[src/include/decode_defines.svh]
`ifndef DECODE_DEFINES_SVH
`define DECODE_DEFINES_SVH

// queue depths.
`define INST_QUEUE_DEPTH 4
`define RESULT_QUEUE_DEPTH 4

// register bus.
`define AXIL_ADDR_WIDTH 4
`define AXIL_DATA_WIDTH 32
`define AXIL_STRB_WIDTH 4

// byte offsets.
`define REG_INSTR 4'h0
`define REG_STATUS 4'h4
`define REG_RESULT 4'h8
`define REG_IMM 4'hC

`endif

[src/hw/riscv_isa_pkg.sv]
`default_nettype none

package riscv_isa_pkg;

	typedef logic [31:0] inst_word_t;

	localparam logic [6:0] OP_LUI = 7'b0110111;
	localparam logic [6:0] OP_AUIPC = 7'b0010111;
	localparam logic [6:0] OP_JAL = 7'b1101111;
	localparam logic [6:0] OP_JALR = 7'b1100111;
	localparam logic [6:0] OP_BRANCH = 7'b1100011;
	localparam logic [6:0] OP_LOAD = 7'b0000011;
	localparam logic [6:0] OP_STORE = 7'b0100011;
	localparam logic [6:0] OP_IMM = 7'b0010011;
	localparam logic [6:0] OP_IMM_32 = 7'b0011011;
	localparam logic [6:0] OP_REG = 7'b0110011;
	localparam logic [6:0] OP_REG_32 = 7'b0111011;
	localparam logic [6:0] OP_MISC_MEM = 7'b0001111;
	localparam logic [6:0] OP_SYSTEM = 7'b1110011;

	localparam logic [6:0] F7_BASE = 7'b0000000;
	localparam logic [6:0] F7_ALT = 7'b0100000;   // sub and arithmetic shifts.
	localparam logic [6:0] F7_MULDIV = 7'b0000001;

	localparam logic [31:0] INST_ECALL = 32'h00000073;
	localparam logic [31:0] INST_EBREAK = 32'h00100073;

	typedef enum logic [6:0] {
		UNKNOWN = 7'd0,
		LUI, AUIPC, JAL, JALR,
		BEQ, BNE, BLT, BGE, BLTU, BGEU,
		LB, LH, LW, LD, LBU, LHU, LWU,
		SB, SH, SW, SD,
		ADDI, SLTI, SLTIU, XORI, ORI, ANDI, SLLI, SRLI, SRAI,
		ADD, SUB, SLL, SLT, SLTU, XOR, SRL, SRA, OR, AND,
		ADDIW, SLLIW, SRLIW, SRAIW,
		ADDW, SUBW, SLLW, SRLW, SRAW,
		MUL, MULH, MULHSU, MULHU, DIV, DIVU, REM, REMU,
		MULW, DIVW, DIVUW, REMW, REMUW,
		FENCE, FENCE_I, ECALL, EBREAK
	} mnemonic_e;

	typedef enum logic [2:0] {
		FMT_R, FMT_I, FMT_S, FMT_SB, FMT_U, FMT_UJ, FMT_UNKNOWN
	} format_e;

	typedef struct packed {
		logic mem_operand;   // offset(base) operand.
		logic is_signed;
		logic is_load;
	} decode_flags_t;

	typedef struct packed {
		mnemonic_e mnemonic;
		format_e format;
		decode_flags_t flags;
		logic [4:0] rd;
		logic [4:0] rs1;
		logic [4:0] rs2;
		logic [31:0] imm;
	} decoded_t;

endpackage

`default_nettype wire

[src/hw/axil_pkg.sv]
`default_nettype none

`include "decode_defines.svh"

package axil_pkg;

	localparam logic [1:0] AXIL_OKAY = 2'b00;
	localparam logic [1:0] AXIL_SLVERR = 2'b10;

	typedef struct packed {
		logic [`AXIL_ADDR_WIDTH-1:0] addr;
	} axil_aw_t;

	typedef struct packed {
		logic [`AXIL_DATA_WIDTH-1:0] data;
		logic [`AXIL_STRB_WIDTH-1:0] strb;
	} axil_w_t;

	typedef struct packed {
		logic [1:0] resp;
	} axil_b_t;

	typedef struct packed {
		logic [`AXIL_ADDR_WIDTH-1:0] addr;
	} axil_ar_t;

	typedef struct packed {
		logic [`AXIL_DATA_WIDTH-1:0] data;
		logic [1:0] resp;
	} axil_r_t;

endpackage

`default_nettype wire

[src/hw/inst_classify.sv]
`timescale 1ns/1ps
`default_nettype none

module inst_classify
	import riscv_isa_pkg::*;
(
	input  inst_word_t    inst,
	output mnemonic_e     mnemonic,
	output format_e       format,
	output decode_flags_t flags
);

	logic [6:0] opcode;
	logic [2:0] funct3;
	logic [6:0] funct7;

	assign opcode = inst[6:0];
	assign funct3 = inst[14:12];
	assign funct7 = inst[31:25];

	always_comb
	begin
		mnemonic = UNKNOWN;
		format = FMT_UNKNOWN;
		case (opcode)
			OP_LUI:
			begin
				mnemonic = LUI;
				format = FMT_U;
			end
			OP_AUIPC:
			begin
				mnemonic = AUIPC;
				format = FMT_U;
			end
			OP_JAL:
			begin
				mnemonic = JAL;
				format = FMT_UJ;
			end
			OP_JALR:
			begin
				format = FMT_I;
				if (funct3 == 3'b000)
					mnemonic = JALR;
			end
			OP_BRANCH:
			begin
				format = FMT_SB;
				case (funct3)
					3'b000: mnemonic = BEQ;
					3'b001: mnemonic = BNE;
					3'b100: mnemonic = BLT;
					3'b101: mnemonic = BGE;
					3'b110: mnemonic = BLTU;
					3'b111: mnemonic = BGEU;
					default: mnemonic = UNKNOWN;
				endcase
			end
			OP_LOAD:
			begin
				format = FMT_I;
				case (funct3)
					3'b000: mnemonic = LB;
					3'b001: mnemonic = LH;
					3'b010: mnemonic = LW;
					3'b011: mnemonic = LD;
					3'b100: mnemonic = LBU;
					3'b101: mnemonic = LHU;
					3'b110: mnemonic = LWU;
					default: mnemonic = UNKNOWN;
				endcase
			end
			OP_STORE:
			begin
				format = FMT_S;
				case (funct3)
					3'b000: mnemonic = SB;
					3'b001: mnemonic = SH;
					3'b010: mnemonic = SW;
					3'b011: mnemonic = SD;
					default: mnemonic = UNKNOWN;
				endcase
			end
			OP_IMM:
			begin
				format = FMT_I;
				case (funct3)
					3'b000: mnemonic = ADDI;
					3'b010: mnemonic = SLTI;
					3'b011: mnemonic = SLTIU;
					3'b100: mnemonic = XORI;
					3'b110: mnemonic = ORI;
					3'b111: mnemonic = ANDI;
					3'b001:
						if (funct7[6:1] == F7_BASE[6:1])   // shamt[5] sits in bit 25.
							mnemonic = SLLI;
					default:
						if (funct7[6:1] == F7_BASE[6:1])
							mnemonic = SRLI;
						else if (funct7[6:1] == F7_ALT[6:1])
							mnemonic = SRAI;
				endcase
			end
			OP_IMM_32:
			begin
				format = FMT_I;
				case ({funct7, funct3})
					{F7_BASE, 3'b001}: mnemonic = SLLIW;
					{F7_BASE, 3'b101}: mnemonic = SRLIW;
					{F7_ALT, 3'b101}: mnemonic = SRAIW;
					default:
						if (funct3 == 3'b000)
							mnemonic = ADDIW;
				endcase
			end
			OP_REG:
			begin
				format = FMT_R;
				case ({funct7, funct3})
					{F7_BASE, 3'b000}: mnemonic = ADD;
					{F7_ALT, 3'b000}: mnemonic = SUB;
					{F7_BASE, 3'b001}: mnemonic = SLL;
					{F7_BASE, 3'b010}: mnemonic = SLT;
					{F7_BASE, 3'b011}: mnemonic = SLTU;
					{F7_BASE, 3'b100}: mnemonic = XOR;
					{F7_BASE, 3'b101}: mnemonic = SRL;
					{F7_ALT, 3'b101}: mnemonic = SRA;
					{F7_BASE, 3'b110}: mnemonic = OR;
					{F7_BASE, 3'b111}: mnemonic = AND;
					{F7_MULDIV, 3'b000}: mnemonic = MUL;
					{F7_MULDIV, 3'b001}: mnemonic = MULH;
					{F7_MULDIV, 3'b010}: mnemonic = MULHSU;
					{F7_MULDIV, 3'b011}: mnemonic = MULHU;
					{F7_MULDIV, 3'b100}: mnemonic = DIV;
					{F7_MULDIV, 3'b101}: mnemonic = DIVU;
					{F7_MULDIV, 3'b110}: mnemonic = REM;
					{F7_MULDIV, 3'b111}: mnemonic = REMU;
					default: mnemonic = UNKNOWN;
				endcase
			end
			OP_REG_32:
			begin
				format = FMT_R;
				case ({funct7, funct3})
					{F7_BASE, 3'b000}: mnemonic = ADDW;
					{F7_ALT, 3'b000}: mnemonic = SUBW;
					{F7_BASE, 3'b001}: mnemonic = SLLW;
					{F7_BASE, 3'b101}: mnemonic = SRLW;
					{F7_ALT, 3'b101}: mnemonic = SRAW;
					{F7_MULDIV, 3'b000}: mnemonic = MULW;
					{F7_MULDIV, 3'b100}: mnemonic = DIVW;
					{F7_MULDIV, 3'b101}: mnemonic = DIVUW;
					{F7_MULDIV, 3'b110}: mnemonic = REMW;
					{F7_MULDIV, 3'b111}: mnemonic = REMUW;
					default: mnemonic = UNKNOWN;
				endcase
			end
			OP_MISC_MEM:
				if (funct3 == 3'b000)
					mnemonic = FENCE;
				else if (funct3 == 3'b001)
					mnemonic = FENCE_I;
			OP_SYSTEM:
				if (inst == INST_ECALL)
					mnemonic = ECALL;
				else if (inst == INST_EBREAK)
					mnemonic = EBREAK;   // csr accesses stay unknown.
			default: mnemonic = UNKNOWN;
		endcase
		if (mnemonic == UNKNOWN)
			format = FMT_UNKNOWN;
	end

	assign flags.is_load = mnemonic inside {LB, LH, LW, LD, LBU, LHU, LWU};
	assign flags.mem_operand = flags.is_load || (mnemonic inside {SB, SH, SW, SD});
	assign flags.is_signed = !(mnemonic inside {BLTU, BGEU, LBU, LHU, LWU, SLTIU, SLTU, ORI});

endmodule

`default_nettype wire

[src/hw/operand_extract.sv]
`timescale 1ns/1ps
`default_nettype none

module operand_extract
	import riscv_isa_pkg::*;
(
	input  inst_word_t  inst,
	input  format_e     format,
	output logic [4:0]  rd,
	output logic [4:0]  rs1,
	output logic [4:0]  rs2,
	output logic [31:0] imm
);

	logic shamt_d;
	logic shamt_w;

	// funct3 001 and 101 only.
	assign shamt_d = inst[6:0] == OP_IMM && inst[13:12] == 2'b01;
	assign shamt_w = inst[6:0] == OP_IMM_32 && inst[13:12] == 2'b01;

	always_comb
	begin
		rd = 5'd0;
		rs1 = 5'd0;
		rs2 = 5'd0;
		imm = 32'd0;
		case (format)
			FMT_R:
			begin
				rd = inst[11:7];
				rs1 = inst[19:15];
				rs2 = inst[24:20];
			end
			FMT_I:
			begin
				rd = inst[11:7];
				rs1 = inst[19:15];
				if (shamt_d)
					imm = {26'd0, inst[25:20]};
				else if (shamt_w)
					imm = {27'd0, inst[24:20]};
				else
					imm = {{20{inst[31]}}, inst[31:20]};
			end
			FMT_S:
			begin
				rs1 = inst[19:15];
				rs2 = inst[24:20];
				imm = {{20{inst[31]}}, inst[31:25], inst[11:7]};
			end
			FMT_SB:
			begin
				rs1 = inst[19:15];
				rs2 = inst[24:20];
				imm = {{19{inst[31]}}, inst[31], inst[7], inst[30:25], inst[11:8], 1'b0};
			end
			FMT_U:
			begin
				rd = inst[11:7];
				imm = {inst[31:12], 12'd0};
			end
			FMT_UJ:
			begin
				rd = inst[11:7];
				imm = {{11{inst[31]}}, inst[31], inst[19:12], inst[20], inst[30:21], 1'b0};
			end
			default: imm = 32'd0;   // unknown words carry no operands.
		endcase
	end

endmodule

`default_nettype wire

[src/hw/decode_queue.sv]
`timescale 1ns/1ps
`default_nettype none

module decode_queue #(
	parameter type T = logic [31:0],
	parameter int DEPTH = 4
) (
	input  logic                         clk,
	input  logic                         rst_n,
	input  T                             din,
	input  logic                         push,
	output logic                         full,
	output T                             dout,
	input  logic                         pop,
	output logic                         empty,
	output logic [$clog2(DEPTH+1)-1:0]   count
);

	localparam int PTR_W = (DEPTH > 1) ? $clog2(DEPTH) : 1;
	localparam int CNT_W = $clog2(DEPTH + 1);

	T mem [0:DEPTH-1];
	logic [PTR_W-1:0] wr_ptr;
	logic [PTR_W-1:0] rd_ptr;

	function automatic logic [PTR_W-1:0] next_ptr(input logic [PTR_W-1:0] ptr);
		return (ptr == PTR_W'(DEPTH - 1)) ? '0 : ptr + 1'b1;
	endfunction

	assign full = count == CNT_W'(DEPTH);
	assign empty = count == '0;
	assign dout = mem[rd_ptr];

	always_ff @(posedge clk)
	begin
		if (push)
			mem[wr_ptr] <= din;
	end

	always_ff @(posedge clk)
	begin
		if (!rst_n)
		begin
			wr_ptr <= '0;
			rd_ptr <= '0;
			count <= '0;
		end
		else
		begin
			if (push)
				wr_ptr <= next_ptr(wr_ptr);
			if (pop)
				rd_ptr <= next_ptr(rd_ptr);
			case ({push, pop})
				2'b10: count <= count + 1'b1;
				2'b01: count <= count - 1'b1;
				default: count <= count;   // idle or push with pop.
			endcase
		end
	end

	assert property (@(posedge clk) disable iff (!rst_n) full |-> !push)
		else $error("decode_queue push while full");
	assert property (@(posedge clk) disable iff (!rst_n) empty |-> !pop)
		else $error("decode_queue pop while empty");

endmodule

`default_nettype wire

[src/hw/axil_decode_regs.sv]
`timescale 1ns/1ps
`default_nettype none

`include "decode_defines.svh"

module axil_decode_regs
	import riscv_isa_pkg::*, axil_pkg::*;
(
	input  logic       clk,
	input  logic       rst_n,
	input  axil_aw_t   aw,
	input  logic       awvalid,
	output logic       awready,
	input  axil_w_t    w,
	input  logic       wvalid,
	output logic       wready,
	output axil_b_t    b,
	output logic       bvalid,
	input  logic       bready,
	input  axil_ar_t   ar,
	input  logic       arvalid,
	output logic       arready,
	output axil_r_t    r,
	output logic       rvalid,
	input  logic       rready,
	output inst_word_t inst,
	output logic       inst_push,
	input  logic       inst_full,
	input  decoded_t   result,
	input  logic       result_empty,
	input  logic [2:0] result_count,
	output logic       result_pop
);

	axil_aw_t aw_q;
	axil_w_t w_q;
	logic aw_held;
	logic w_held;
	axil_aw_t aw_cur;
	axil_w_t w_cur;
	logic wr_go;
	logic wr_ok;
	logic rd_go;
	axil_r_t rd_resp;

	// each channel is taken once and parked until its partner arrives.
	assign awready = !bvalid && !aw_held;
	assign wready = !bvalid && !w_held;
	assign arready = !rvalid;
	assign aw_cur = aw_held ? aw_q : aw;
	assign w_cur = w_held ? w_q : w;
	assign wr_go = (aw_held || awvalid) && (w_held || wvalid) && !bvalid;
	assign wr_ok = aw_cur.addr == `REG_INSTR && w_cur.strb == 4'hf && !inst_full;
	assign inst = w_cur.data;
	assign inst_push = wr_go && wr_ok;
	assign rd_go = arvalid && arready;
	assign result_pop = rd_go && ar.addr == `REG_IMM && !result_empty;

	always_comb
	begin
		rd_resp = '{data: 32'd0, resp: AXIL_SLVERR};
		case (ar.addr)
			`REG_STATUS:
				rd_resp = '{data: {21'd0, result_count, 6'd0, inst_full, !result_empty},
					resp: AXIL_OKAY};
			`REG_RESULT:
				if (!result_empty)
					rd_resp = '{data: {4'd0, result.mnemonic, result.format, result.flags,
						result.rd, result.rs1, result.rs2}, resp: AXIL_OKAY};
			`REG_IMM:
				if (!result_empty)
					rd_resp = '{data: result.imm, resp: AXIL_OKAY};
			default: rd_resp = '{data: 32'd0, resp: AXIL_SLVERR};
		endcase
	end

	always_ff @(posedge clk)
	begin
		if (awvalid && awready)
			aw_q <= aw;
		if (wvalid && wready)
			w_q <= w;
		if (wr_go)
			b <= '{resp: wr_ok ? AXIL_OKAY : AXIL_SLVERR};
		if (rd_go)
			r <= rd_resp;
	end

	always_ff @(posedge clk)
	begin
		if (!rst_n)
		begin
			aw_held <= 1'b0;
			w_held <= 1'b0;
			bvalid <= 1'b0;
			rvalid <= 1'b0;
		end
		else
		begin
			if (wr_go)
			begin
				aw_held <= 1'b0;
				w_held <= 1'b0;
				bvalid <= 1'b1;
			end
			else
			begin
				if (awvalid && awready)
					aw_held <= 1'b1;
				if (wvalid && wready)
					w_held <= 1'b1;
				if (bvalid && bready)
					bvalid <= 1'b0;
			end
			if (rd_go)
				rvalid <= 1'b1;
			else if (rready)
				rvalid <= 1'b0;
		end
	end

	assert property (@(posedge clk) disable iff (!rst_n) bvalid && !bready |=> bvalid && $stable(b))
		else $error("b dropped or changed before bready");
	assert property (@(posedge clk) disable iff (!rst_n) rvalid && !rready |=> rvalid && $stable(r))
		else $error("r dropped or changed before rready");

endmodule

`default_nettype wire

[src/hw/decode_top.sv]
`timescale 1ns/1ps
`default_nettype none

`include "decode_defines.svh"

module decode_top
	import riscv_isa_pkg::*, axil_pkg::*;
(
	input  logic     clk,
	input  logic     rst_n,
	input  axil_aw_t aw,
	input  logic     awvalid,
	output logic     awready,
	input  axil_w_t  w,
	input  logic     wvalid,
	output logic     wready,
	output axil_b_t  b,
	output logic     bvalid,
	input  logic     bready,
	input  axil_ar_t ar,
	input  logic     arvalid,
	output logic     arready,
	output axil_r_t  r,
	output logic     rvalid,
	input  logic     rready
);

	inst_word_t wr_word;
	inst_word_t head_word;
	logic inst_push;
	logic inst_full;
	logic inst_empty;
	decoded_t decoded;
	decoded_t result_head;
	logic result_full;
	logic result_empty;
	logic result_pop;
	logic [2:0] result_count;
	mnemonic_e mnemonic;
	format_e format;
	decode_flags_t flags;
	logic [4:0] rd;
	logic [4:0] rs1;
	logic [4:0] rs2;
	logic [31:0] imm;
	logic xfer;

	// one word moves per clock when both sides allow it.
	assign xfer = !inst_empty && !result_full;
	assign decoded = '{mnemonic: mnemonic, format: format, flags: flags,
		rd: rd, rs1: rs1, rs2: rs2, imm: imm};

	axil_decode_regs u_regs (
		.clk(clk), .rst_n(rst_n),
		.aw(aw), .awvalid(awvalid), .awready(awready),
		.w(w), .wvalid(wvalid), .wready(wready),
		.b(b), .bvalid(bvalid), .bready(bready),
		.ar(ar), .arvalid(arvalid), .arready(arready),
		.r(r), .rvalid(rvalid), .rready(rready),
		.inst(wr_word), .inst_push(inst_push), .inst_full(inst_full),
		.result(result_head), .result_empty(result_empty),
		.result_count(result_count), .result_pop(result_pop)
	);

	decode_queue #(.T(inst_word_t), .DEPTH(`INST_QUEUE_DEPTH)) u_inst_queue (
		.clk(clk), .rst_n(rst_n),
		.din(wr_word), .push(inst_push), .full(inst_full),
		.dout(head_word), .pop(xfer), .empty(inst_empty), .count()
	);

	inst_classify u_classify (
		.inst(head_word), .mnemonic(mnemonic), .format(format), .flags(flags)
	);

	operand_extract u_extract (
		.inst(head_word), .format(format), .rd(rd), .rs1(rs1), .rs2(rs2), .imm(imm)
	);

	decode_queue #(.T(decoded_t), .DEPTH(`RESULT_QUEUE_DEPTH)) u_result_queue (
		.clk(clk), .rst_n(rst_n),
		.din(decoded), .push(xfer), .full(result_full),
		.dout(result_head), .pop(result_pop), .empty(result_empty), .count(result_count)
	);

endmodule

`default_nettype wire

[config.mk]
export PLATFORM = sky130hd
export DESIGN_NAME = decode_top
export DESIGN_NICKNAME = d
export VERILOG_FILES = /design/src/hw/riscv_isa_pkg.sv /design/src/hw/axil_pkg.sv /design/src/hw/inst_classify.sv /design/src/hw/operand_extract.sv /design/src/hw/decode_queue.sv /design/src/hw/axil_decode_regs.sv /design/src/hw/decode_top.sv
export VERILOG_INCLUDE_DIRS = /design/src /design/src/include
export SDC_FILE = /design/constraint.sdc
export NUM_CORES = 1
export LEC_CHECK = 0
export ABC_AREA = 1
export BUFFER_PORTS_ARGS = -buffer_cell sky130_fd_sc_hd__buf_2
export CORE_UTILIZATION = 30
export CTS_BUF_LIST = sky130_fd_sc_hd__clkbuf_16
export DETAILED_ROUTE_END_ITERATION = 16
export PLACE_DENSITY = 0.45
export SLEW_MARGIN = 0
export SYNTH_ARGS = -nofsm -noshare
export SYNTH_HDL_FRONTEND = slang
export SYNTH_HIERARCHICAL = 1
export SYNTH_SLANG_ARGS = --single-unit
[constraint.sdc]
create_clock -name clk -period 7.5 [get_ports clk]
set_clock_uncertainty 0.05 [all_clocks]
set_input_delay 0.375 -clock clk [delete_from_list [all_inputs] [get_ports clk]]
set_output_delay 0.375 -clock clk [all_outputs]
set_load 0.01 [all_outputs]
==> run summary, run 1 <==
### Status
* outcome: complete, no violations

### Finish
* growth of design area from synthesis to finish: 14.9%
* number of inserted diodes: 0
* share of post-route cells with drive strength above 1: 17.8%
* count of nets after finishing: 1943

### Timing
* highest achievable clock rate: 195 MHz
* Worst Max-Slew Pin Slew: 1020 ps
* Total Negative Setup Slacks: 0 ps
* relative slew slack: 31.9%
* final-report max-slew violation count: 0
* Final period util: 68.3%
* RSZ-0062 raised after global routing: no
* Setup Viol. Count Final: 0
* Final Critical Period: 5120 ps
* Final Hold Slack: 58.7 ps
* endpoints failing hold: 0

### Critical path
* Worst Setup Path Type: flip-flop to flip-flop
* critical path data required time: 7890 ps
* Setup crit start kind: flip-flop
* CP endpoint kind: flip-flop
* Worst EP arrival: 5510 ps
* count of cells along the worst register-to-register path: 20
* biggest fanout along the worst timing path: 46
* Register-to-Register Setup Slack: 2380 ps
* capturing point of the worst reg2reg path: u_result_queue/mem[2][26]
* capturing instance or port of the critical path: u_result_queue/mem[2][26]

### Route
* number of iterations in the first detailed-routing pass: 7
* wire length per cell after detailed routing: 19.1 µm
* DR DRC count: 0
* DRC marker count from the first detailed-route iteration: 1021
* count of vias placed by the detailed router: 13600
* count of nets left with antenna violations after detail routing: 0
* via density per instance: 4.88
* final wirelength: 53.2 mm

### Clock network
* number of sinks on the clock net: 464
* CTS Hold Bufs: 40
* total CTS buffers: 50
* clock-pin slew on the worst setup and hold paths: 60 ps
* number of gates given a new drive strength after cts: 0
* Post CTS Setup Buffer Count: 0
* source-to-sink clock delay at the later pin of the worst-skew pair: 590 ps
* Max Buffers Root-to-Sink: 3
* Max H-tree Level: 2
* TritonCTS clock tree: done
* clk root buf: sky130_fd_sc_hd__clkbuf_16

### GRT
* pin count of the biggest net entering global routing: 70
* global-route wire length before repair: 82.0 mm
* initial antenna violation count: 0
* via count of the first global-routing pass: 13700
* GRT Total Usage: 15.2%
* Remaining Overflow, GRT: 0

### Floorplan
* die area: 69500 µm²
* count of pins on the block boundary: 92
* vertical extent of the die: 264 µm
* Rows: 95
* placeable core region: 67500 µm²
* starting density of the core: 30.4%
* Die W: 264 µm

### Flow run
* count of maximum capacitance violations: 0

### Power and ir drop
* Worst VDD drop: 184 µV
* power density over the cells: 344 nW/µm²
* leakage power: 8.78 nW

### Yosys
* distinct cell type count after synthesis: 47
* post-synthesis area per instance: 11.7 µm²
* Seq/Total Area, Yosys: 66.8%
* count of synthesis-stage warnings from yosys: 6
* dominant cell type by area after synthesis: sky130_fd_sc_hd__edfxtp_1
* dominant cell by count in the synthesized netlist: sky130_fd_sc_hd__edfxtp_1
* Commonest cells post-synth: sky130_fd_sc_hd__edfxtp_1, sky130_fd_sc_hd__nor2_1, sky130_fd_sc_hd__nand2_1
* Post-synth ARST share: 0%
* register bit total from synthesis: 464
* cell area after synthesis: 20500 µm²
* dominant synthesized flop cell: sky130_fd_sc_hd__edfxtp_1
* fraction of synthesized cell area taken by the top area cell type: 64.6%
* Post-Synthesis Cells: 1755
* number of enable flip-flop cells after synthesis: 442
* Synth area leaders: sky130_fd_sc_hd__edfxtp_1, sky130_fd_sc_hd__nor2_1, sky130_fd_sc_hd__nand2_1

### Worst hold path
* worst min-delay path category: primary input to flip-flop

### Placed design
* gpl congestion: 0.893
* Post-DP HPWL: 33.1 mm
* input/output buffers: 89

-- worst min path at each step --
stage	from	end	slack [ps]	cells after the start
floorplan	aw[0]	u_regs/aw_q[0]	420	0
global placement	u_result_queue/wr_ptr[1]	u_result_queue/wr_ptr[1]	470	2
detailed placement	u_result_queue/wr_ptr[1]	u_result_queue/wr_ptr[1]	480	2
CTS	bready	u_regs/bvalid	20	3
global route	bready	u_regs/bvalid	40	3
finish	bready	u_regs/bvalid	60	3
-- where the power goes --
part | total, mW | switching [mW] | internal [mW]
sequential | 3.59 | 0.133 | 3.45
clock | 2.33 | 0.997 | 1.33
combinational | 2.21 | 1.66 | 0.544
total | 8.12 | 2.79 | 5.33
-- metal layers --
| metal | up-vias | track usage, % | routed length [µm] |
|---|---|---|---|
| li1 | 6502 | - | - |
| met5 | - | 0 | 0 |
| met1 | 6682 | 21.2 | 25100 |
| met4 | 0 | 4.92 | 1280 |
| met3 | 76 | 1.98 | 2240 |
| met2 | 330 | 24.5 | 24600 |
-- cells in the final DEF (no fill, tap or decap), drive strengths merged --
master,count
a21boi,1
a21oi,23
a221o,1
a31oi,1
and2,3
buf,113
bufinv,3
clkbuf,51
clkinv,21
clkinvlp,1
conb,2
dfxtp,22
dlygate4sd3,40
edfxtp,442
fa,2
ha,12
inv,132
mux2,32
nand2,206
nand3,142
nand3b,4
nand4,14
nor2,323
nor3,13
nor3b,1
nor4,1
o211ai,3
o21a,3
o21ai,203
o22ai,97
or2,1
-- flip-flops by register name, summed over array words and instances (netlist names), named ones only --
register               count
u_result_queue/wr_ptr      2
u_regs/r                  33
u_regs/aw_q                4
u_regs/w_held              1
u_regs/bvalid              1
u_result_queue/mem       240
u_inst_queue/rd_ptr        2
u_regs/b                   1
u_regs/rvalid              1
u_inst_queue/mem         128
u_result_queue/count       3
u_inst_queue/wr_ptr        2
u_regs/aw_held             1
u_inst_queue/count         3
u_result_queue/rd_ptr      2
u_regs/w_q                36
-- per-stage QoR --
step	instances	util, %	total power, mW	setup WS [ps]	instance area, µm²
6_report	2786	35.0	8.12	2380	23600
5_1_grt	2786	35.0	8.56	1950	23600
4_1_cts	2786	35.0	8.23	2360	23600
3_5_place_dp	2659	32.1	5.86	2360	21700
3_3_place_gp	2659	32.1	5.86	2460	21700
2_1_floorplan	1756	-	5.11	3770	20500
-- cell type report --
| class | instances | area (µm²) |
|---|---|---|
| repair buffers | 153 | 1030 |
| flip-flops and latches | 464 | 13700 |
| inverters | 121 | 470 |
| fillers | 6720 | 43900 |
| clock buffers | 51 | 1280 |
| clock inverters | 36 | 255 |
| well taps | 873 | 1090 |
| multi-input cells | 1088 | 5770 |
-- cell families (layout without fill, tap and decap cells) --
logic type,count (synthesis),count (layout),synth area share (%)
buffers and inverters,204,361,5.18
flip-flops,464,464,66.8
multiplexers,32,32,1.75
AND/OR/NAND/NOR,708,708,15.9
AO/OA/AOI/OAI,332,332,9.45
other,1,2,0.0183
adder cells (fa/ha/maj),14,14,0.926
-- critical path, stage by stage, from the launching register on --
cell and delay [ps]:
sky130_fd_sc_hd__dfxtp_2 590, sky130_fd_sc_hd__buf_4 490, sky130_fd_sc_hd__o21ai_0 170, sky130_fd_sc_hd__o22ai_1 200, sky130_fd_sc_hd__buf_4 270, sky130_fd_sc_hd__inv_2 140
sky130_fd_sc_hd__nand2_4 170, sky130_fd_sc_hd__inv_2 90, sky130_fd_sc_hd__nand3_2 140, sky130_fd_sc_hd__nand2_1 80, sky130_fd_sc_hd__nor2_1 110, sky130_fd_sc_hd__o21ai_1 100
sky130_fd_sc_hd__nor2_2 160, sky130_fd_sc_hd__nand3_4 130, sky130_fd_sc_hd__nor2_2 190, sky130_fd_sc_hd__nand4_1 200, sky130_fd_sc_hd__nand2_1 490, sky130_fd_sc_hd__inv_2 160
sky130_fd_sc_hd__nor3_2 690, sky130_fd_sc_hd__nand2_1 150, sky130_fd_sc_hd__nand3_2 160
No activity file was read; power rests on OpenSTA's default activity.
==> run 2: changes to the inputs <==
ABC_AREA = 0   (was 1)
PLACE_DENSITY = 0.46   (was 0.45)
clock period = 4.1 ns   (was 7.5 ns; I/O delays follow)
==> run 2 against run 1 <==
  * The flow now finishes with violations (setup timing)
  * Count of clock-buffer cells in the layout shrank 1
  * Final cell count is 16% lower
  * Design area up 6.9%
  * First-iteration DRC count down 33%
  * Global-route usage is 0.62 points lower
  * Worst hold slack got worse by 5.9 ps
  * Largest cell class unchanged
  * Highest routed layer unchanged
==> run summary, run 2 <==
### Timing
* endpoints failing hold: 0, unchanged
* Worst Max-Slew Pin Slew: 1200 ps, +178 ps
* Final Critical Period: 4140 ps, -987 ps
* Total Negative Setup Slacks: -575 ps, -575 ps
* highest achievable clock rate: 242 MHz, +24%
* relative slew slack: 19.7%, -12 points
* RSZ-0062 raised after global routing: yes
* Final period util: 101%, +33 points
* Worst Setup Slack, final: -35.1 ps, -2410 ps
* final-report max-slew violation count: 0, unchanged
* Setup Viol. Count Final: 20, +20
* Final Hold Slack: 52.8 ps, -5.94 ps

### Critical path
* Max stage delay on crit path: 640 ps, -50 ps
* CP endpoint kind: flip-flop
* Worst EP arrival: 4430 ps, -1080 ps
* Register-to-Register Setup Slack: -40 ps, -2410 ps
* Bufs and invs on worst path: 3, -2
* count of cells along the worst register-to-register path: 13, -35%
* CP max-delay cell: sky130_fd_sc_hd__or4_4
* Setup crit start kind: flip-flop
* critical path data required time: 4400 ps, -3490 ps
* Worst Setup Path Type: flip-flop to flip-flop
* Worst path top cell family by delay: simple AND/OR/NAND/NOR gates
* capturing point of the worst reg2reg path: u_result_queue/mem[0][10]
* biggest fanout along the worst timing path: 6, -87%
* Critical Path, Cell by Cell: buf_6, mux4_2, or4_4, or3_4, o21ai_4, o2bb2ai_2, nor3_2, nand4b_1, buf_4, o21ai_4, buf_6, or4_4, and3_4

### Clock network
* source-to-sink clock delay at the later pin of the worst-skew pair: 590 ps, about the same
* clk root buf: sky130_fd_sc_hd__clkbuf_16
* Max H-tree Level: 2, unchanged
* Max Buffers Root-to-Sink: 3, unchanged
* total CTS buffers: 49, -2.0%
* number of sinks on the clock net: 464, unchanged
* TritonCTS clock tree: done
* clock-pin slew on the worst setup and hold paths: 60 ps, about the same

### Yosys
* Commonest cells post-synth: sky130_fd_sc_hd__edfxtp_1, sky130_fd_sc_hd__mux4_2, sky130_fd_sc_hd__nor2_1
* number of enable flip-flop cells after synthesis: 442, unchanged
* register bit total from synthesis: 464, unchanged
* dominant cell type by area after synthesis: sky130_fd_sc_hd__edfxtp_1
* post-synthesis area per instance: 17.5 µm², +50%
* count of synthesis-stage warnings from yosys: 6, unchanged
* Post-Synthesis Cells: 1136, -35%
* dominant cell by count in the synthesized netlist: sky130_fd_sc_hd__edfxtp_1
* Post-synth ARST share: 0%, unchanged
* cell area after synthesis: 19900 µm², -3.0%
* dominant synthesized flop cell: sky130_fd_sc_hd__edfxtp_1
* Synth area leaders: sky130_fd_sc_hd__edfxtp_1, sky130_fd_sc_hd__mux4_2, sky130_fd_sc_hd__dfxtp_1
* fraction of synthesized cell area taken by the top area cell type: 66.6%, +2.0 points
* distinct cell type count after synthesis: 94, +100%
* Seq/Total Area, Yosys: 68.8%, +2.0 points

### Floorplan
* placeable core region: 65700 µm², -2.6%
* Rows: 94, -1.1%
* vertical extent of the die: 260 µm, -1.5%
* Die W: 260 µm, -1.5%
* starting density of the core: 30.3%, -0.11 points
* count of pins on the block boundary: 92, unchanged
* die area: 67500 µm², -3.0%

### Finish
* number of inserted diodes: 0, unchanged
* Largest Register: u_result_queue/mem
* largest registers: u_result_queue/mem: 240 flops, u_inst_queue/mem: 128 flops, u_regs/w_q: 36 flops
* share of post-route cells with drive strength above 1: 40.8%, +23 points
* top library cells by usage in the layout, fill and taps aside: sky130_fd_sc_hd__edfxtp_1, sky130_fd_sc_hd__buf_4, sky130_fd_sc_hd__mux4_2
* flip-flop count of the largest register after layout: 240, unchanged
* growth of design area from synthesis to finish: 26.7%
* count of nets after finishing: 1510, -22%
* Finished Core Util: 38.4%, +3.4 points
* commonest non-fill, non-tap cell in the layout: sky130_fd_sc_hd__edfxtp_1

### Worst hold path
* hold-critical path depth: 3, unchanged
* worst min-delay path category: primary input to flip-flop
* startpoint of the worst hold path: ar[3]
* Hold Path End: u_regs/r[1]

### Route
* number of iterations in the first detailed-routing pass: 5, -2
* DR DRC count: 0, unchanged
* final wirelength: 49.4 mm, -7.2%
* via density per instance: 4.85, -0.57%
* count of vias placed by the detailed router: 11400, -16%
* DRC marker count from the first detailed-route iteration: 688, -33%
* count of nets left with antenna violations after detail routing: 0, unchanged
* wire length per cell after detailed routing: 21.1 µm, +10%

### Power and ir drop
* power density over the cells: 493 nW/µm², +43%
* leakage power: 8.43 nW, -4.1%
* Worst VDD drop: 280 µV, +52%

### Status
* failing checks: setup timing
* outcome: complete, but fails checks

### GRT
* via count of the first global-routing pass: 11700, -14%
* global-route wire length before repair: 73.7 mm, -10%
* grt peak-use layer: met2
* met2 capacity usage during global routing: 24.1%, -0.44 points
* Remaining Overflow, GRT: 0, unchanged
* initial antenna violation count: 1, +1
* pin count of the biggest net entering global routing: 61, -13%
* GRT Total Usage: 14.6%, -0.62 points
* met3 Resource Use GR: 2.41%, +0.43 points
* Global Route met1 Usage: 19.5%, -1.7 points

### Placed design
* Post-DP HPWL: 32.0 mm, -3.3%
* input/output buffers: 89, unchanged
* gpl congestion: 0.827, -7.4%

### Flow run
* count of maximum capacitance violations: 0, unchanged

[run 2: cell types whose count changed in the layout (fill, tap and decap cells not counted), moves of 29 or more]
cell / change
sky130_fd_sc_hd__buf_4: +127
sky130_fd_sc_hd__inv_1: -69
sky130_fd_sc_hd__mux4_2: +91
sky130_fd_sc_hd__nand2_1: -166
sky130_fd_sc_hd__nand3_1: -119
sky130_fd_sc_hd__nor2_1: -229
sky130_fd_sc_hd__nor2_2: -29
sky130_fd_sc_hd__o21ai_0: -116
sky130_fd_sc_hd__o21ai_1: -62
sky130_fd_sc_hd__o22ai_1: -74
[run 2: cell families (layout without fill, tap and decap cells)]
family | count (synthesis) | count (layout) | share of synthesized area, %
flip-flops | 464 | 464 | 68.8
AND/OR/NAND/NOR | 272 | 272 | 8.26
AO/OA/AOI/OAI | 154 | 154 | 5.52
multiplexers | 137 | 139 | 12.9
buffers and inverters | 90 | 434 | 3.36
adder cells (fa/ha/maj) | 14 | 14 | 0.954
XOR/XNOR | 4 | 4 | 0.176
other | 1 | 2 | 0.0188
[run 2: area by class of cell]
cell class	instances	area (µm²)
Clock buffer	50	1250
Clock inverter	39	354
Fill cell	6107	40500
Inverter	22	82.6
Multi-Input combinational cell	585	6190
Sequential cell	464	13700
Tap cell	864	1080
Timing Repair Buffer	323	2570
[run 2: per-layer routing]
layer  vias up  wire length [µm]
met3        74              2080
li1       5210                 -
met1      5861             22200
met4         0              1210
met5         -                 0
met2       238             23900
[run 2: worst max path at each step]
| stage | startpoint | end | slack [ps] | depth (start not counted) |
|---|---|---|---|---|
| 2_1_floorplan | flip-flop | u_result_queue/mem[0][10] | 40 | 16 |
| 3_3_place_gp | flip-flop | u_result_queue/mem[0][31] | -320 | 16 |
| 3_5_place_dp | flip-flop | u_result_queue/mem[3][31] | -380 | 16 |
| 4_1_cts | flip-flop | u_result_queue/mem[0][10] | -20 | 13 |
| 5_1_grt | flip-flop | u_result_queue/mem[1][10] | -140 | 14 |
| 6_report | flip-flop | u_result_queue/mem[0][10] | -40 | 13 |
[run 2: timing repair]
| item | 4_1_cts | 5_1_grt |
|---|---|---|
| gates resized for setup | 83 | 80 |
| setup endpoints to repair | 152 | 148 |
| hold buffers | 47 | 0 |
| gates cloned | 3 | 1 |
| pin swaps | 37 | 20 |
| hold endpoints to repair | 185 | 0 |
| setup buffers | 27 | 18 |
[run 2: stage by stage]
stage	power, mW	cell area (µm²)	cells	setup WS (ps)
3_3_place_gp	7.81	22100	2167	-315
2_1_floorplan	6.99	19900	1137	38.7
4_1_cts	12.5	24800	2332	-19.0
5_1_grt	13.0	25200	2347	-137
6_report	12.5	25200	2347	-35.1
3_5_place_dp	7.82	22100	2167	-382
[run 2: power by group]
group	total (mW)	switching, mW	leakage, nW	internal (mW)
clock	4.42	1.83	0.820	2.59
combinational	2.39	1.28	3.44	1.10
sequential	5.65	0.0968	4.16	5.56
[run 2: worst reg2reg max path, stage by stage, from the launching register on]
cell and delay (ps):
sky130_fd_sc_hd__dfxtp_4 410, sky130_fd_sc_hd__buf_6 120, sky130_fd_sc_hd__mux4_2 510, sky130_fd_sc_hd__or4_4 650, sky130_fd_sc_hd__or3_4 460, sky130_fd_sc_hd__o21ai_4 160, sky130_fd_sc_hd__o2bb2ai_2 130, sky130_fd_sc_hd__nor3_2 80
sky130_fd_sc_hd__nand4b_1 160, sky130_fd_sc_hd__buf_4 170, sky130_fd_sc_hd__o21ai_4 80, sky130_fd_sc_hd__buf_6 140, sky130_fd_sc_hd__or4_4 580, sky130_fd_sc_hd__and3_4 210
==> run 3: changes to the inputs <==
SYNTH_HIERARCHICAL = default   (was 1)
==> run 3 against run 2 <==
  * The flow now finishes without violations
  * Via count is 4.0% lower
  * Die area is 1.1% lower
  * Critical endpoint is now u_result_queue.mem[2][36]
  * Synthesized cell count up 0.97%
  * Wire length shrank 2.9%
  * Count of clock-buffer cells in the layout increased by 4
  * Utilization is 1.3 points lower
==> run summary, run 3 <==
### Timing
* Final Critical Period: 3940 ps, -194 ps
* final-report max-slew violation count: 0, unchanged
* RSZ-0062 raised after global routing: no
* endpoints failing hold: 0, unchanged
* Worst Max-Slew Pin Slew: 985 ps, -214 ps
* Setup Viol. Count Final: 0, -100%
* Total Negative Setup Slacks: 0 ps, +575 ps
* Final period util: 96.1%, -4.7 points
* Worst Setup Slack, final: 159 ps, +194 ps
* relative slew slack: 34.3%, +15 points
* highest achievable clock rate: 254 MHz, +4.9%

### Yosys
* number of enable flip-flop cells after synthesis: 442, unchanged
* register bit total from synthesis: 464, unchanged
* cell area after synthesis: 19700 µm², -1.1%
* fraction of synthesized cell area taken by the top area cell type: 67.3%, +0.74 points
* dominant synthesized flop cell: sky130_fd_sc_hd__edfxtp_1
* Commonest cells post-synth: sky130_fd_sc_hd__edfxtp_1, sky130_fd_sc_hd__mux4_2, sky130_fd_sc_hd__nor2_1
* Synth area leaders: sky130_fd_sc_hd__edfxtp_1, sky130_fd_sc_hd__mux4_2, sky130_fd_sc_hd__dfxtp_1
* count of synthesis-stage warnings from yosys: 0, -6
* dominant cell by count in the synthesized netlist: sky130_fd_sc_hd__edfxtp_1
* Post-Synthesis Cells: 1147, +0.97%
* post-synthesis area per instance: 17.2 µm², -2.0%
* Post-synth ARST share: 0%, unchanged
* distinct cell type count after synthesis: 82, -13%
* dominant cell type by area after synthesis: sky130_fd_sc_hd__edfxtp_1
* Seq/Total Area, Yosys: 69.6%, +0.76 points

### Floorplan
* starting density of the core: 30.5%, +0.15 points
* die area: 66700 µm², -1.1%
* placeable core region: 64700 µm², -1.6%
* Die W: 258 µm, -0.55%
* Rows: 93, -1.1%
* vertical extent of the die: 258 µm, -0.55%
* count of pins on the block boundary: 92, unchanged

### Clock network
* TritonCTS clock tree: done
* total CTS buffers: 53, +8.2%
* clock-pin slew on the worst setup and hold paths: 60 ps, about the same
* source-to-sink clock delay at the later pin of the worst-skew pair: 590 ps, about the same
* Max Buffers Root-to-Sink: 3, unchanged
* clk root buf: sky130_fd_sc_hd__clkbuf_16
* number of sinks on the clock net: 464, unchanged
* Max H-tree Level: 2, unchanged

### Power and ir drop
* reported net switching power: 2.91 mW, -9.2%
* power density over the cells: 499 nW/µm², +1.1%
* Gate power share: 13.4%, -5.8 points
* part of the total power dissipated in the clock network: 40.0%, +4.5 points
* switching share of power: 24.3%, -1.4 points
* share of power burned in registers: 46.6%, +1.2 points
* leakage power: 7.79 nW, -7.5%
* Worst VDD drop: 282 µV, +0.78%
* Internal Pwr Total: 9.06 mW, -2.1%

### Critical path
* biggest fanout along the worst timing path: 8, +2
* Worst path top cell family by delay: simple AND/OR/NAND/NOR gates
* Worst Setup Path Type: flip-flop to flip-flop
* Worst EP arrival: 4290 ps, -140 ps
* cell repeated most along the worst path: sky130_fd_sc_hd__buf_4
* critical path data required time: 4450 ps, +50 ps
* Bufs and invs on worst path: 2, -1
* Max stage delay on crit path: 610 ps, -30 ps
* CP endpoint kind: flip-flop
* Setup crit start kind: flip-flop
* Register-to-Register Setup Slack: 160 ps, +190 ps
* CP max-delay cell: sky130_fd_sc_hd__or4_1
* Critical Path, Cell by Cell: buf_4, mux4_2, or3_1, or4_1, nor3_2, a211oi_1, nor4b_4, and2_4, buf_4, a211o_4, a21boi_1

### GRT
* Remaining Overflow, GRT: 0, unchanged
* pin count of the biggest net entering global routing: 61, unchanged
* initial antenna violation count: 2, +1
* via count of the first global-routing pass: 11500, -1.8%
* global-route wire length before repair: 72.2 mm, -2.0%
* GRT Total Usage: 14.4%, -0.18 points

### Route
* DR DRC count: 0, unchanged
* DRC marker count from the first detailed-route iteration: 659, -4.2%
* wire length on met3: 2.34 mm, +13%
* Detail Route met2 WL: 22.9 mm, -4.0%
* number of iterations in the first detailed-routing pass: 5, unchanged
* via density per instance: 4.82, -0.61%
* met1 routed wirelength after detailed routing: 21.7 mm, -2.4%
* count of nets left with antenna violations after detail routing: 0, unchanged
* count of vias placed by the detailed router: 10900, -4.0%
* final wirelength: 48.0 mm, -2.9%
* highest routed layer: met5
* wire length per cell after detailed routing: 21.1 µm, +0.47%

### Finish
* share of post-route cells with drive strength above 1: 30.9%, -9.9 points
* filler cell count in the final layout: 6133, +0.43%
* growth of design area from synthesis to finish: 21.8%
* count of nets after finishing: 1435, -5.0%
* top library cells by usage in the layout, fill and taps aside: sky130_fd_sc_hd__edfxtp_1, sky130_fd_sc_hd__mux4_2, sky130_fd_sc_hd__buf_2
* flip-flop count of the largest register after layout: 240, unchanged
* number of inserted diodes: 0, unchanged
* commonest non-fill, non-tap cell in the layout: sky130_fd_sc_hd__edfxtp_1
* Largest Register: u_result_queue.mem
* largest registers: u_result_queue.mem: 240 flops, u_inst_queue.mem: 128 flops, u_regs.w_q: 36 flops

### Placed design
* gpl congestion: 0.917, +11%
* input/output buffers: 89, unchanged
* Post-DP HPWL: 31.7 mm, -0.91%
* DP Worst Slack: 22.8 ps, +405 ps

### Worst hold path
* worst min-delay path category: primary input to flip-flop

### Flow run
* count of maximum capacitance violations: 0, unchanged

### Status
* outcome: complete, no violations

run 3: cell types whose count changed after synthesis, sizes merged, moves of 8 or more:
cell,before,now
a22oi,25,1
clkbuf,12,21
nor3b,10,2
mux2i,11,40
a21boi,5,16
nor3,15,27
buf,56,38
and2,20,33
nand2,39,58
nor2b,27,14
and3,17,7
run 3: per-stage QoR:
step | std cells | instance area (µm²) | hold slack [ps] | total power, mW | util [%]
2_1_floorplan | 1148 | 19700 | 254 | 6.68 | -
3_3_place_gp | 2119 | 21700 | 346 | 7.27 | 33.5
3_5_place_dp | 2119 | 21700 | 345 | 7.26 | 33.5
4_1_cts | 2266 | 24000 | 19.8 | 12.1 | 37.0
5_1_grt | 2268 | 24000 | 69.4 | 12.5 | 37.1
6_report | 2268 | 24000 | 48.0 | 12.0 | 37.1
run 3: per-layer routing:
layer / track usage, % / up-vias
li1: - / 5042
met1: 19.3 / 5558
met2: 23.8 / 246
met3: 3.03 / 83
met4: 3.90 / 4
met5: 0 / -
run 3: kinds of logic (layout without fill, tap and decap cells):
logic type	count (synthesis)	in the layout	share of synthesized area, %
AO/OA/AOI/OAI	130	130	4.60
AND/OR/NAND/NOR	273	273	7.78
other	1	2	0.0190
flip-flops	464	464	69.6
multiplexers	168	168	14.6
XOR/XNOR	7	7	0.311
adder cells (fa/ha/maj)	15	15	1.02
buffers and inverters	89	354	2.10
run 3: repair_timing:
item | CTS | global route
setup endpoints to repair | 4 | 24
hold buffers | 49 | 0
endpoints found under the hold margin | 187 | 0
gates resized for setup | 1 | 1
pin swaps | 0 | 1
setup buffers | 0 | 2
cloned | 0 | 0
run 3: final timing paths:
kind,cells past startpoint,start,end
setup / recovery,11,flip-flop,u_result_queue.mem[2][36]
setup reg to reg,11,flip-flop,u_result_queue.mem[2][36]
hold reg to reg,2,u_result_queue.rd_ptr[1],flip-flop
hold / removal,4,ar[1],u_regs.r[10]
run 3: layout make-up:
class	instances	area [µm²]	area share [%]
Clock buffer	54	1350	5.63
Clock inverter	44	430	1.79
Inverter	30	118	0.490
Multi-Input combinational cell	595	5610	23.4
Sequential cell	464	13700	57.2
Tap cell	855	1070	4.46
Timing Repair Buffer	226	1700	7.07
run 3: power by group through the flow:
stage	Combinational, mW	Sequential, mW	Clock [mW]
CTS	1.63	5.58	4.94
finish	1.61	5.57	4.79
global route	1.75	5.60	5.11
global placement	1.60	5.67	0
floorplan	1.02	5.66	0
detailed placement	1.59	5.68	0
run 3: worst min-delay path, cell delays in order:
cell                      delay, ps
sky130_fd_sc_hd__buf_2           90
sky130_fd_sc_hd__nor4b_1         80
sky130_fd_sc_hd__nand2_1         70
sky130_fd_sc_hd__o21ai_0         60
